## config.mk

```make
export PLATFORM = sky130hd
export DESIGN_NAME = i3c_target_top
export DESIGN_NICKNAME = d
export VERILOG_FILES = /design/src/i3c_target_pkg.sv /design/src/i3c_addr_match.sv /design/src/i3c_rx_path.sv /design/src/i3c_target_fsm.sv /design/src/i3c_target_top.sv /design/src/i3c_tx_path.sv
export VERILOG_INCLUDE_DIRS = /design/src
export SDC_FILE = /design/constraint.sdc
export NUM_CORES = 1
export LEC_CHECK = 0
export CORE_ASPECT_RATIO = 2
export CORE_MARGIN = 3
export CORE_UTILIZATION = 30
export CTS_CLUSTER_DIAMETER = 30
export DETAILED_ROUTE_END_ITERATION = 6
export DONT_BUFFER_PORTS = 1
export HOLD_SLACK_MARGIN = 0.03
export SLEW_MARGIN = 40
export SYNTH_ARGS = -nofsm -noshare
export SYNTH_HDL_FRONTEND = slang
export SYNTH_SLANG_ARGS = --single-unit
```

## constraint.sdc

```tcl
create_clock -name clk_i -period 3.8 [get_ports clk_i]
set_clock_uncertainty 0.1 [all_clocks]
set_input_delay 0.76 -clock clk_i [delete_from_list [all_inputs] [get_ports clk_i]]
set_output_delay 0.76 -clock clk_i [all_outputs]
set_load 0.05 [all_outputs]
```

## src/i3c_target_macros.svh

```systemverilog
/*
  Widths and protocol constants for the I3C target engine.
  Included by the package and by any RTL file that needs a constant.
*/
`ifndef I3C_TARGET_MACROS_SVH
`define I3C_TARGET_MACROS_SVH

// Target address width, without the read bit
`define I3C_ADDR_W 7

// Width of one bus byte and of one FIFO entry
`define I3C_BYTE_W 8

// Broadcast address, acked only with the write bit
`define I3C_BCAST_ADDR 7'h7E

// Encoding width of the primary FSM state
`define I3C_STATE_W 5

`endif

```

## src/i3c_target_pkg.sv

```systemverilog
/*
  Shared types of the I3C target engine.
  Modules take them with a wildcard import in their header.
*/
`include "i3c_target_macros.svh"

package i3c_target_pkg;

  // Seven-bit target address
  typedef logic [`I3C_ADDR_W-1:0] i3c_addr_t;

  // Bus byte, also the FIFO entry
  typedef logic [`I3C_BYTE_W-1:0] i3c_byte_t;

  // Common command code following the broadcast address
  typedef logic [`I3C_BYTE_W-1:0] i3c_ccc_t;

  // Primary protocol states
  typedef enum logic [`I3C_STATE_W-1:0] {
    Idle,
    RxFByte,
    CheckFByte,
    TxAckFByte,
    RxSByte,
    RxSByteRepeated,
    CheckSByte,
    TxAckSByte,
    RxPWriteData,
    RxPWriteTbit,
    TxPReadData,
    TxPReadTbit,
    Wait,
    DoCCC,
    DoneCCC
  } target_state_e;

endpackage : i3c_target_pkg

```

## src/i3c_addr_match.sv

```systemverilog
/*
  Address decoder of the I3C target.
  Latches the address byte on capture and reports main, virtual and broadcast hits.
*/
`timescale 1ns/10ps
`include "i3c_target_macros.svh"

module i3c_addr_match import i3c_target_pkg::*; (
  input  logic      clk_i,
  input  logic      rst_ni,
  input  logic      addr_capture_i,
  input  logic      addr_clear_i,
  input  i3c_byte_t rx_byte_i,
  input  i3c_addr_t sta_addr_i,
  input  i3c_addr_t dyn_addr_i,
  input  i3c_addr_t virt_sta_addr_i,
  input  i3c_addr_t virt_dyn_addr_i,
  input  logic      sta_addr_valid_i,
  input  logic      dyn_addr_valid_i,
  input  logic      virt_sta_addr_valid_i,
  input  logic      virt_dyn_addr_valid_i,
  input  logic      bus_start_i,
  output logic      our_match_o,
  output logic      virt_match_o,
  output logic      bcast_match_o,
  output logic      rnw_o,
  output i3c_byte_t last_addr_o,
  output logic      last_addr_valid_o
);
  i3c_addr_t addr_q;
  logic      rnw_q;
  i3c_byte_t last_addr_q;

  // Dynamic address wins whenever it is assigned
  function automatic logic addr_hit(i3c_addr_t addr, i3c_addr_t dyn, logic dyn_vld,
                                    i3c_addr_t sta, logic sta_vld);
    if (dyn_vld) begin
      return dyn == addr;
    end
    return sta_vld && (sta == addr);
  endfunction

  // Address under decode, dropped while the engine idles
  always_ff @(posedge clk_i or negedge rst_ni) begin
    if (!rst_ni) begin
      addr_q <= '0;
      rnw_q  <= 1'b0;
    end else if (addr_capture_i) begin
      addr_q <= rx_byte_i[`I3C_BYTE_W-1:1];
      rnw_q  <= rx_byte_i[0];
    end else if (addr_clear_i) begin
      addr_q <= '0;
      rnw_q  <= 1'b0;
    end
  end

  // Last seen address byte stays visible after the transfer
  always_ff @(posedge clk_i or negedge rst_ni) begin
    if (!rst_ni) begin
      last_addr_q       <= '0;
      last_addr_valid_o <= 1'b0;
    end else begin
      if (addr_capture_i) last_addr_q <= rx_byte_i;
      // Any start invalidates it until the next address byte
      if (bus_start_i) last_addr_valid_o <= 1'b0;
      else if (addr_capture_i) last_addr_valid_o <= 1'b1;
    end
  end

  assign our_match_o  = addr_hit(addr_q, dyn_addr_i, dyn_addr_valid_i,
                                 sta_addr_i, sta_addr_valid_i);
  assign virt_match_o = addr_hit(addr_q, virt_dyn_addr_i, virt_dyn_addr_valid_i,
                                 virt_sta_addr_i, virt_sta_addr_valid_i);
  // Broadcast only counts with the write bit
  assign bcast_match_o = (addr_q == `I3C_BCAST_ADDR) && !rnw_q;
  assign rnw_o         = rnw_q;
  assign last_addr_o   = last_addr_q;

  // Distinct dynamic addresses never select both targets
  a_single_target: assert property (@(posedge clk_i) disable iff (!rst_ni)
    (dyn_addr_valid_i && virt_dyn_addr_valid_i && (dyn_addr_i != virt_dyn_addr_i))
    |-> !(our_match_o && virt_match_o));

endmodule : i3c_addr_match

```

## src/i3c_rx_path.sv

```systemverilog
/*
  Private write datapath of the I3C target.
  Holds each data byte, checks its T-bit and issues one FIFO write or one error pulse.
*/
`timescale 1ns/10ps

module i3c_rx_path import i3c_target_pkg::*; (
  input  logic      clk_i,
  input  logic      rst_ni,
  input  logic      rx_byte_capture_i,
  input  logic      rx_tbit_check_i,
  input  i3c_byte_t rx_data_i,
  input  logic      rx_fifo_wready_i,
  input  logic      clear_i,
  output logic      rx_fifo_wvalid_o,
  output i3c_byte_t rx_fifo_wdata_o,
  output logic      parity_err_o,
  output logic      rx_overflow_err_o
);
  i3c_byte_t byte_q;
  logic      byte_held_q;
  logic      parity_ok;
  logic      check_en;

  // Data byte waiting for its T-bit
  always_ff @(posedge clk_i) begin
    if (rx_byte_capture_i) byte_q <= rx_data_i;
  end

  // Set by a byte and spent by its T-bit
  always_ff @(posedge clk_i or negedge rst_ni) begin
    if (!rst_ni) begin
      byte_held_q <= 1'b0;
    end else if (clear_i) begin
      byte_held_q <= 1'b0;
    end else if (rx_byte_capture_i) begin
      byte_held_q <= 1'b1;
    end else if (rx_tbit_check_i) begin
      byte_held_q <= 1'b0;
    end
  end

  // Odd parity over byte and T-bit with the T-bit in the LSB
  assign parity_ok = ^{byte_q, rx_data_i[0]};
  assign check_en  = rx_tbit_check_i && byte_held_q;

  // One of three outcomes per byte one cycle after the T-bit
  always_ff @(posedge clk_i or negedge rst_ni) begin
    if (!rst_ni) begin
      rx_fifo_wvalid_o  <= 1'b0;
      parity_err_o      <= 1'b0;
      rx_overflow_err_o <= 1'b0;
    end else begin
      rx_fifo_wvalid_o  <= check_en && parity_ok && rx_fifo_wready_i;
      parity_err_o      <= check_en && !parity_ok;
      // Full FIFO drops a good byte
      rx_overflow_err_o <= check_en && parity_ok && !rx_fifo_wready_i;
    end
  end

  assign rx_fifo_wdata_o = byte_q;

  // A write never comes with an error
  a_write_xor_err: assert property (@(posedge clk_i) disable iff (!rst_ni)
    rx_fifo_wvalid_o |-> !(parity_err_o || rx_overflow_err_o));

endmodule : i3c_rx_path

```

## src/i3c_target_fsm.sv

```systemverilog
/*
  Primary protocol FSM of the I3C target.
  Follows frames from the bus engine, requests bus bytes and bits and strobes the datapaths.
*/
`timescale 1ns/10ps

module i3c_target_fsm import i3c_target_pkg::*; (
  input  logic      clk_i,
  input  logic      rst_ni,
  input  logic      target_enable_i,
  input  logic      bus_start_det_i,
  input  logic      bus_rstart_det_i,
  input  logic      bus_stop_det_i,
  input  logic      bus_rx_done_i,
  input  i3c_byte_t bus_rx_data_i,
  input  logic      bus_tx_done_i,
  input  logic      our_match_i,
  input  logic      virt_match_i,
  input  logic      bcast_match_i,
  input  logic      rnw_i,
  input  logic      tx_desc_avail_i,
  input  logic      tx_fifo_rvalid_i,
  input  i3c_byte_t tx_byte_i,
  input  logic      tx_tbit_i,
  input  logic      tx_is_last_i,
  input  logic      ccc_done_i,
  output logic      bus_rx_req_byte_o,
  output logic      bus_rx_req_bit_o,
  output logic      bus_tx_req_byte_o,
  output logic      bus_tx_req_bit_o,
  output i3c_byte_t bus_tx_value_o,
  output logic      addr_capture_o,
  output logic      addr_clear_o,
  output logic      rx_byte_capture_o,
  output logic      rx_tbit_check_o,
  output logic      tx_pop_o,
  output i3c_ccc_t  ccc_o,
  output logic      ccc_valid_o,
  output logic      target_idle_o,
  output logic      xfer_in_progress_o,
  output logic      virtual_device_sel_o,
  output logic      event_target_nack_o
);
  target_state_e state_q, state_d;
  logic          bus_start_det;
  logic          addr_hit;
  logic          ccc_capture;
  i3c_ccc_t      ccc_q;

  // Start and repeated start restart decoding alike
  assign bus_start_det = bus_start_det_i | bus_rstart_det_i;
  assign addr_hit      = our_match_i | virt_match_i;

  always_comb begin
    state_d           = state_q;
    bus_rx_req_byte_o = 1'b0;
    bus_rx_req_bit_o  = 1'b0;
    bus_tx_req_byte_o = 1'b0;
    bus_tx_req_bit_o  = 1'b0;
    // SDA released when nothing is driven
    bus_tx_value_o    = i3c_byte_t'(1);
    addr_capture_o    = 1'b0;
    rx_byte_capture_o = 1'b0;
    rx_tbit_check_o   = 1'b0;
    ccc_capture       = 1'b0;
    case (state_q)
      Idle: if (target_enable_i && bus_start_det) state_d = RxFByte;
      RxFByte: begin
        bus_rx_req_byte_o = ~bus_start_det;
        if (bus_rx_done_i) begin
          addr_capture_o = 1'b1;
          state_d        = CheckFByte;
        end
      end
      // Broadcast or either target earns an ack
      CheckFByte: state_d = (bcast_match_i || addr_hit) ? TxAckFByte : Wait;
      TxAckFByte: begin
        bus_tx_req_bit_o = 1'b1;
        bus_tx_value_o   = '0;
        if (bus_tx_done_i) begin
          if (bcast_match_i) state_d = RxSByte;
          else if (addr_hit) state_d = rnw_i ? TxPReadData : RxPWriteData;
          else state_d = Wait;
        end
      end
      // CCC code, or an address if a repeated start comes first
      RxSByte: begin
        bus_rx_req_byte_o = ~bus_start_det;
        if (bus_start_det) begin
          state_d = RxSByteRepeated;
        end else if (bus_rx_done_i) begin
          ccc_capture = 1'b1;
          state_d     = DoCCC;
        end
      end
      RxSByteRepeated: begin
        bus_rx_req_byte_o = ~bus_start_det;
        if (bus_rx_done_i) begin
          addr_capture_o = 1'b1;
          state_d        = CheckSByte;
        end
      end
      // Reads need a descriptor ready
      CheckSByte: state_d = (addr_hit && (tx_desc_avail_i || !rnw_i)) ? TxAckSByte : Wait;
      TxAckSByte: begin
        bus_tx_req_bit_o = 1'b1;
        bus_tx_value_o   = '0;
        if (bus_tx_done_i) state_d = rnw_i ? TxPReadData : RxPWriteData;
      end
      RxPWriteData: begin
        bus_rx_req_byte_o = ~bus_start_det;
        if (bus_start_det) begin
          state_d = RxFByte;
        end else if (bus_rx_done_i) begin
          rx_byte_capture_o = 1'b1;
          state_d           = RxPWriteTbit;
        end
      end
      RxPWriteTbit: begin
        bus_rx_req_bit_o = ~bus_start_det;
        if (bus_start_det) begin
          state_d = RxFByte;
        end else if (bus_rx_done_i) begin
          rx_tbit_check_o = 1'b1;
          state_d         = RxPWriteData;
        end
      end
      TxPReadData: begin
        bus_tx_req_byte_o = 1'b1;
        bus_tx_value_o    = tx_byte_i;
        if (bus_start_det) state_d = RxFByte;
        else if (bus_tx_done_i) state_d = TxPReadTbit;
      end
      TxPReadTbit: begin
        bus_tx_req_bit_o = 1'b1;
        bus_tx_value_o   = i3c_byte_t'(tx_tbit_i);
        if (bus_start_det) begin
          state_d = RxFByte;
        end else if (bus_tx_done_i) begin
          // Next byte only if this one was not last and data is waiting
          state_d = (!tx_is_last_i && tx_fifo_rvalid_i) ? TxPReadData : Wait;
        end
      end
      Wait: if (bus_start_det) state_d = RxFByte;
      DoCCC: if (ccc_done_i) state_d = DoneCCC;
      DoneCCC: state_d = Idle;
      default: state_d = Idle;
    endcase
    // Stop wins over everything
    if (bus_stop_det_i) state_d = Idle;
  end

  always_ff @(posedge clk_i or negedge rst_ni) begin
    if (!rst_ni) state_q <= Idle;
    else state_q <= state_d;
  end

  // CCC code for the outside handler
  always_ff @(posedge clk_i) begin
    if (ccc_capture) ccc_q <= bus_rx_data_i;
  end

  // Transfer flags decided at the address checks
  always_ff @(posedge clk_i or negedge rst_ni) begin
    if (!rst_ni) begin
      virtual_device_sel_o <= 1'b0;
      xfer_in_progress_o   <= 1'b0;
      event_target_nack_o  <= 1'b0;
    end else begin
      case (state_q)
        Idle: xfer_in_progress_o <= 1'b0;
        CheckFByte: begin
          xfer_in_progress_o <= addr_hit;
          if (!bcast_match_i) virtual_device_sel_o <= virt_match_i;
        end
        CheckSByte: begin
          xfer_in_progress_o   <= addr_hit;
          virtual_device_sel_o <= virt_match_i;
        end
        default: ;
      endcase
      // Rejected address, one pulse on entering Wait
      event_target_nack_o <= (state_q inside {CheckFByte, CheckSByte}) && (state_d == Wait);
    end
  end

  // Pop as the read byte state is entered
  assign tx_pop_o      = (state_q != TxPReadData) && (state_d == TxPReadData);
  assign ccc_o         = ccc_q;
  assign ccc_valid_o   = (state_q == DoCCC);
  assign target_idle_o = (state_q == Idle);
  assign addr_clear_o  = (state_q == Idle);

  // The bus engine serves one request at a time
  a_one_req: assert property (@(posedge clk_i) disable iff (!rst_ni)
    $onehot0({bus_rx_req_byte_o, bus_rx_req_bit_o, bus_tx_req_byte_o, bus_tx_req_bit_o}));

endmodule : i3c_target_fsm

```

## src/i3c_target_top.sv

```systemverilog
/*
  Top of the I3C target protocol engine.
  Connects the FSM to the address decoder and the RX and TX datapaths.
*/
`timescale 1ns/10ps

module i3c_target_top import i3c_target_pkg::*; (
  input  logic      clk_i,
  input  logic      rst_ni,
  input  logic      target_enable_i,
  input  logic      bus_start_det_i,
  input  logic      bus_rstart_det_i,
  input  logic      bus_stop_det_i,
  input  logic      bus_rx_done_i,
  input  i3c_byte_t bus_rx_data_i,
  input  logic      bus_tx_done_i,
  output logic      bus_rx_req_byte_o,
  output logic      bus_rx_req_bit_o,
  output logic      bus_tx_req_byte_o,
  output logic      bus_tx_req_bit_o,
  output i3c_byte_t bus_tx_value_o,
  input  i3c_addr_t sta_addr_i,
  input  i3c_addr_t dyn_addr_i,
  input  i3c_addr_t virt_sta_addr_i,
  input  i3c_addr_t virt_dyn_addr_i,
  input  logic      sta_addr_valid_i,
  input  logic      dyn_addr_valid_i,
  input  logic      virt_sta_addr_valid_i,
  input  logic      virt_dyn_addr_valid_i,
  output i3c_byte_t last_addr_o,
  output logic      last_addr_valid_o,
  output logic      rx_fifo_wvalid_o,
  output i3c_byte_t rx_fifo_wdata_o,
  input  logic      rx_fifo_wready_i,
  output logic      parity_err_o,
  output logic      rx_overflow_err_o,
  input  logic      tx_desc_avail_i,
  input  logic      tx_fifo_rvalid_i,
  output logic      tx_fifo_rready_o,
  input  i3c_byte_t tx_fifo_rdata_i,
  input  logic      tx_last_i,
  output i3c_ccc_t  ccc_o,
  output logic      ccc_valid_o,
  input  logic      ccc_done_i,
  output logic      target_idle_o,
  output logic      xfer_in_progress_o,
  output logic      virtual_device_sel_o,
  output logic      event_target_nack_o
);
  logic      our_match, virt_match, bcast_match, rnw;
  logic      addr_capture, addr_clear;
  logic      rx_byte_capture, rx_tbit_check;
  logic      tx_pop;
  i3c_byte_t tx_byte;
  logic      tx_tbit, tx_is_last;

  i3c_target_fsm u_fsm (
    .clk_i, .rst_ni, .target_enable_i,
    .bus_start_det_i, .bus_rstart_det_i, .bus_stop_det_i,
    .bus_rx_done_i, .bus_rx_data_i, .bus_tx_done_i,
    .our_match_i   (our_match),
    .virt_match_i  (virt_match),
    .bcast_match_i (bcast_match),
    .rnw_i         (rnw),
    .tx_desc_avail_i, .tx_fifo_rvalid_i,
    .tx_byte_i     (tx_byte),
    .tx_tbit_i     (tx_tbit),
    .tx_is_last_i  (tx_is_last),
    .ccc_done_i,
    .bus_rx_req_byte_o, .bus_rx_req_bit_o, .bus_tx_req_byte_o, .bus_tx_req_bit_o,
    .bus_tx_value_o,
    .addr_capture_o    (addr_capture),
    .addr_clear_o      (addr_clear),
    .rx_byte_capture_o (rx_byte_capture),
    .rx_tbit_check_o   (rx_tbit_check),
    .tx_pop_o          (tx_pop),
    .ccc_o, .ccc_valid_o, .target_idle_o, .xfer_in_progress_o,
    .virtual_device_sel_o, .event_target_nack_o
  );

  i3c_addr_match u_addr_match (
    .clk_i, .rst_ni,
    .addr_capture_i (addr_capture),
    .addr_clear_i   (addr_clear),
    .rx_byte_i      (bus_rx_data_i),
    .sta_addr_i, .dyn_addr_i, .virt_sta_addr_i, .virt_dyn_addr_i,
    .sta_addr_valid_i, .dyn_addr_valid_i, .virt_sta_addr_valid_i, .virt_dyn_addr_valid_i,
    .bus_start_i    (bus_start_det_i | bus_rstart_det_i),
    .our_match_o    (our_match),
    .virt_match_o   (virt_match),
    .bcast_match_o  (bcast_match),
    .rnw_o          (rnw),
    .last_addr_o, .last_addr_valid_o
  );

  // Held byte is dropped whenever the engine idles
  i3c_rx_path u_rx_path (
    .clk_i, .rst_ni,
    .rx_byte_capture_i (rx_byte_capture),
    .rx_tbit_check_i   (rx_tbit_check),
    .rx_data_i         (bus_rx_data_i),
    .rx_fifo_wready_i,
    .clear_i           (addr_clear),
    .rx_fifo_wvalid_o, .rx_fifo_wdata_o, .parity_err_o, .rx_overflow_err_o
  );

  i3c_tx_path u_tx_path (
    .clk_i, .rst_ni,
    .tx_pop_i        (tx_pop),
    .tx_fifo_rdata_i,
    .tx_last_i,
    .tx_byte_o       (tx_byte),
    .tx_tbit_o       (tx_tbit),
    .tx_is_last_o    (tx_is_last)
  );

  // The FSM pop is the FIFO read strobe
  assign tx_fifo_rready_o = tx_pop;

endmodule : i3c_target_top

```

## src/i3c_tx_path.sv

```systemverilog
/*
  Private read datapath of the I3C target.
  Captures the popped TX FIFO byte with its last flag and forms the read T-bit.
*/
`timescale 1ns/10ps

module i3c_tx_path import i3c_target_pkg::*; (
  input  logic      clk_i,
  input  logic      rst_ni,
  input  logic      tx_pop_i,
  input  i3c_byte_t tx_fifo_rdata_i,
  input  logic      tx_last_i,
  output i3c_byte_t tx_byte_o,
  output logic      tx_tbit_o,
  output logic      tx_is_last_o
);
  i3c_byte_t byte_q;
  logic      last_q;

  // FIFO head is valid in the pop cycle
  always_ff @(posedge clk_i) begin
    if (tx_pop_i) byte_q <= tx_fifo_rdata_i;
  end

  // Last flag travels with its byte
  always_ff @(posedge clk_i or negedge rst_ni) begin
    if (!rst_ni) begin
      last_q <= 1'b0;
    end else if (tx_pop_i) begin
      last_q <= tx_last_i;
    end
  end

  assign tx_byte_o    = byte_q;
  assign tx_is_last_o = last_q;
  // Low T-bit ends the read
  assign tx_tbit_o    = ~last_q;

endmodule : i3c_tx_path

```

==> impl_metrics.yaml <==
layout:
  final_nets: 320
  drive_gt1_frac: 0.158
  final_cell_area_mm2: 0.00313
  areaGrowthSynthToFinish_pct: 9.15
  finish.utilization: 0.343
  diodes: 0
cts:
  tritoncts: "built"
  cts_num_sinks: 54
  h-tree-depth: 2
  cts.clk_slew.worst_paths_ns: 0.07
  cts_setup_buffers: 0
  clk_latency_ns: 0.29
  clockBufferDepth: 2
  cts_buffers: 5
  cts_root_buffer: "clkbuf_16"
  cts_resized: 0
  hold_buffers: 0
drt:
  drt-wirelength-per-cell_um: 20.8
  vias_per_cell: 5.50
  drc: 0
  wl_um: 7540
  antenna_left: 0
  drtIter0Drc: 87
  dr.pass1.iters: 4
  num_vias: 1990
synth:
  yosys-top-cells-count: "dfrtp_1 (30), edfxtp_1 (24), xnor2_1 (22), nor2_1 (19), nand2_1 (16)"
  synth_area_leader_cell: "dfrtp_1"
  synth_seq_cells: 54
  synth_ff_type: "dfrtp_1"
  avgSynthCellArea_um2: 11.1
  yosysMostFrequentCell: "dfrtp_1"
  syn_nets: 319
  synth_area_leaders: "dfrtp_1 (26%), edfxtp_1 (25%), xnor2_1 (6.7%), xor2_1 (4.6%), mux2_2 (3.1%)"
  yosys_warnings: 0
  ys_seq_area_frac: 0.513
  synthesis.area_mm2: 0.00287
  synth_top_area_frac: 0.262
  synth_cell_type_count: 50
  postSynth.asyncResetShare: 0.556
  synth_edf_count: 24
  syn_inst: 258
setup_path:
  startpoint_type: "register"
  path_class: "reg2out"
  crit_chain: "xor2_1 > nor4_1 > a41oi_1 > o211ai_2 > a21oi_1 > or3_4 > nor4_4 > buf_6"
  reg2reg_depth: 9
  end_kind: "primary output"
  crit_required_ns: 2.94
  max_stage_delay_ns: 0.50
  crit_slowest_cell: "dfrtp_1"
  crit_arrival_ns: 2.67
  worstPathMaxFanout: 10
floorplanning:
  io_pins: 107
  coreArea_mm2: 0.00914
  die-area_mm2: 0.0108
  start_util: 0.314
  die_h_um: 144
  die_x_um: 75.2
  rows: 49
global_routing:
  grt_max_degree: 31
  top_usage_layer: "met2"
  grt_pass1_vias: 2169
  grt_overflow: 0
  use_met1: 0.136
  grt_pass1_wl_um: 11300
  met2_usage: 0.271
  antenna_found_initial: 0
  grt_usage: 0.142
  grt_use_met3: 0.0431
place:
  place_area_mm2: 0.00298
  dpl.hpwl_um: 5950
  port_buffers: 0
  gp_congestion: 0.821
timing:
  period_needed_ns: 3.53
  fin_crit_sh: 0.930
  finalHoldViolCount: 0
  relSlewSlack: 0.481
  holdWs_ns: 0.0536
  rsz0062_at_grt: "false"
  tns_ns: 0
  max_freq_ghz: 0.283
  setup_viol_count_final: 0
  worst_pin_slew_ns: 0.776
  slew_violations: 0
run_status:
  run_status: "finished, final reports clean"
power:
  ir_drop_mv: 0.360
  p_leak_nw: 1.21
  p_per_area_mw_per_mm2: 388
worst_hold_path:
  hp-class: "in2async"
job:
  max-cap-violations: 0
placed cells by master (no fill, tap or decap), drive strengths merged, types with 2 or more instances in the layout:
| cell | instances |
|---|---|
| nand4 | 5 |
| or3 | 3 |
| nor2b | 2 |
| o21a | 4 |
| o211ai | 5 |
| clkbuf | 5 |
| nand3 | 4 |
| edfxtp | 24 |
| buf | 10 |
| nor4 | 6 |
| o21ai | 9 |
| a21oi | 10 |
| dfrtp | 30 |
| nor2 | 20 |
| o22ai | 3 |
| and3 | 3 |
| nand2 | 16 |
| xnor2 | 22 |
| a22o | 9 |
| and2 | 7 |
| mux2 | 9 |
| nand4b | 4 |
| inv | 9 |
| xor2 | 15 |
| nor3 | 8 |
| nor3b | 2 |
per-stage QoR:
stage / setup WS [ns] / std cells / total power [mW]
after global placement: 0.224 / 354 / 0.780
after CTS: 0.0669 / 362 / 1.24
after global routing: 0.0335 / 362 / 1.26
after floorplan: 0.137 / 258 / 0.767
after detailed placement: 0.237 / 354 / 0.783
final: 0.267 / 362 / 1.21
report_power, final:
group	internal [mW]	total [mW]	switching, mW
registers	0.628	0.709	0.0807
logic	0.0330	0.0597	0.0267
clock network	0.244	0.446	0.202
path summary, 6_finish.rpt:
path                                                    start                                       to  slack (ns)
max in group asynchronous                              rst_ni       u_addr_match.addr_q[3]$_DFFE_PN0P_        3.44
setup / recovery           u_addr_match.addr_q[6]$_DFFE_PN0P_                         tx_fifo_rready_o        0.27
setup reg to reg           u_addr_match.addr_q[6]$_DFFE_PN0P_       u_tx_path.tx_is_last_o$_DFFE_PN0P_        0.90
hold / removal                                         rst_ni  u_addr_match.last_addr_o[2]$_DFFE_PN0P_        0.05
min in group clk_i                           rx_fifo_wready_i    u_rx_path.rx_overflow_err_o$_DFF_PN0_        0.42
hold reg to reg             u_rx_path.byte_held_q$_DFFE_PN0P_        u_rx_path.byte_held_q$_DFFE_PN0P_        0.44
critical path, delay by kind of cell, from the launching register on:
| family | cells | cell delay (ns) |
|---|---|---|
| xor gates and xnor gates | 1 | 0.21 |
| DFF | 1 | 0.50 |
| AOI/OAI and AO/OA | 3 | 0.54 |
| and+or+nand+nor | 3 | 0.88 |
| buffers and inverters | 1 | 0.24 |
cell families after synthesis:
group | synth area share
simple gates | 0.169
flops | 0.513
compound gates | 0.122
xor+xnor | 0.113
buf+inv | 0.0462
mux | 0.0366
other cells | 0.00131
flip-flops by register name (all words and copies together) (netlist names), 5 cells and up:
| name | cells |
|---|---|
| u_addr_match.last_addr_o | 8 |
| u_fsm.ccc_o | 8 |
| u_rx_path.rx_fifo_wdata_o | 8 |
| u_addr_match.addr_q | 7 |
| u_tx_path.tx_byte_o | 8 |
| u_fsm.state_q | 5 |
per-layer routing:
layer  vias to the layer above  part of all wire
met5                         -                 0
met4                         0             0.021
met3                        11             0.076
met2                        81              0.58
met1                       974              0.33
li1                        924                 -
final cells by class:
class	instances	area, um2
Multi-Input combinational cell	180	1280
Timing Repair Buffer	10	78.8
Inverter	8	30.0
Tap cell	102	128
Clock buffer	5	125
Sequential cell	54	1480
Fill cell	905	6000
Clock inverter	3	20.0
(Power assumes the default switching activity.)
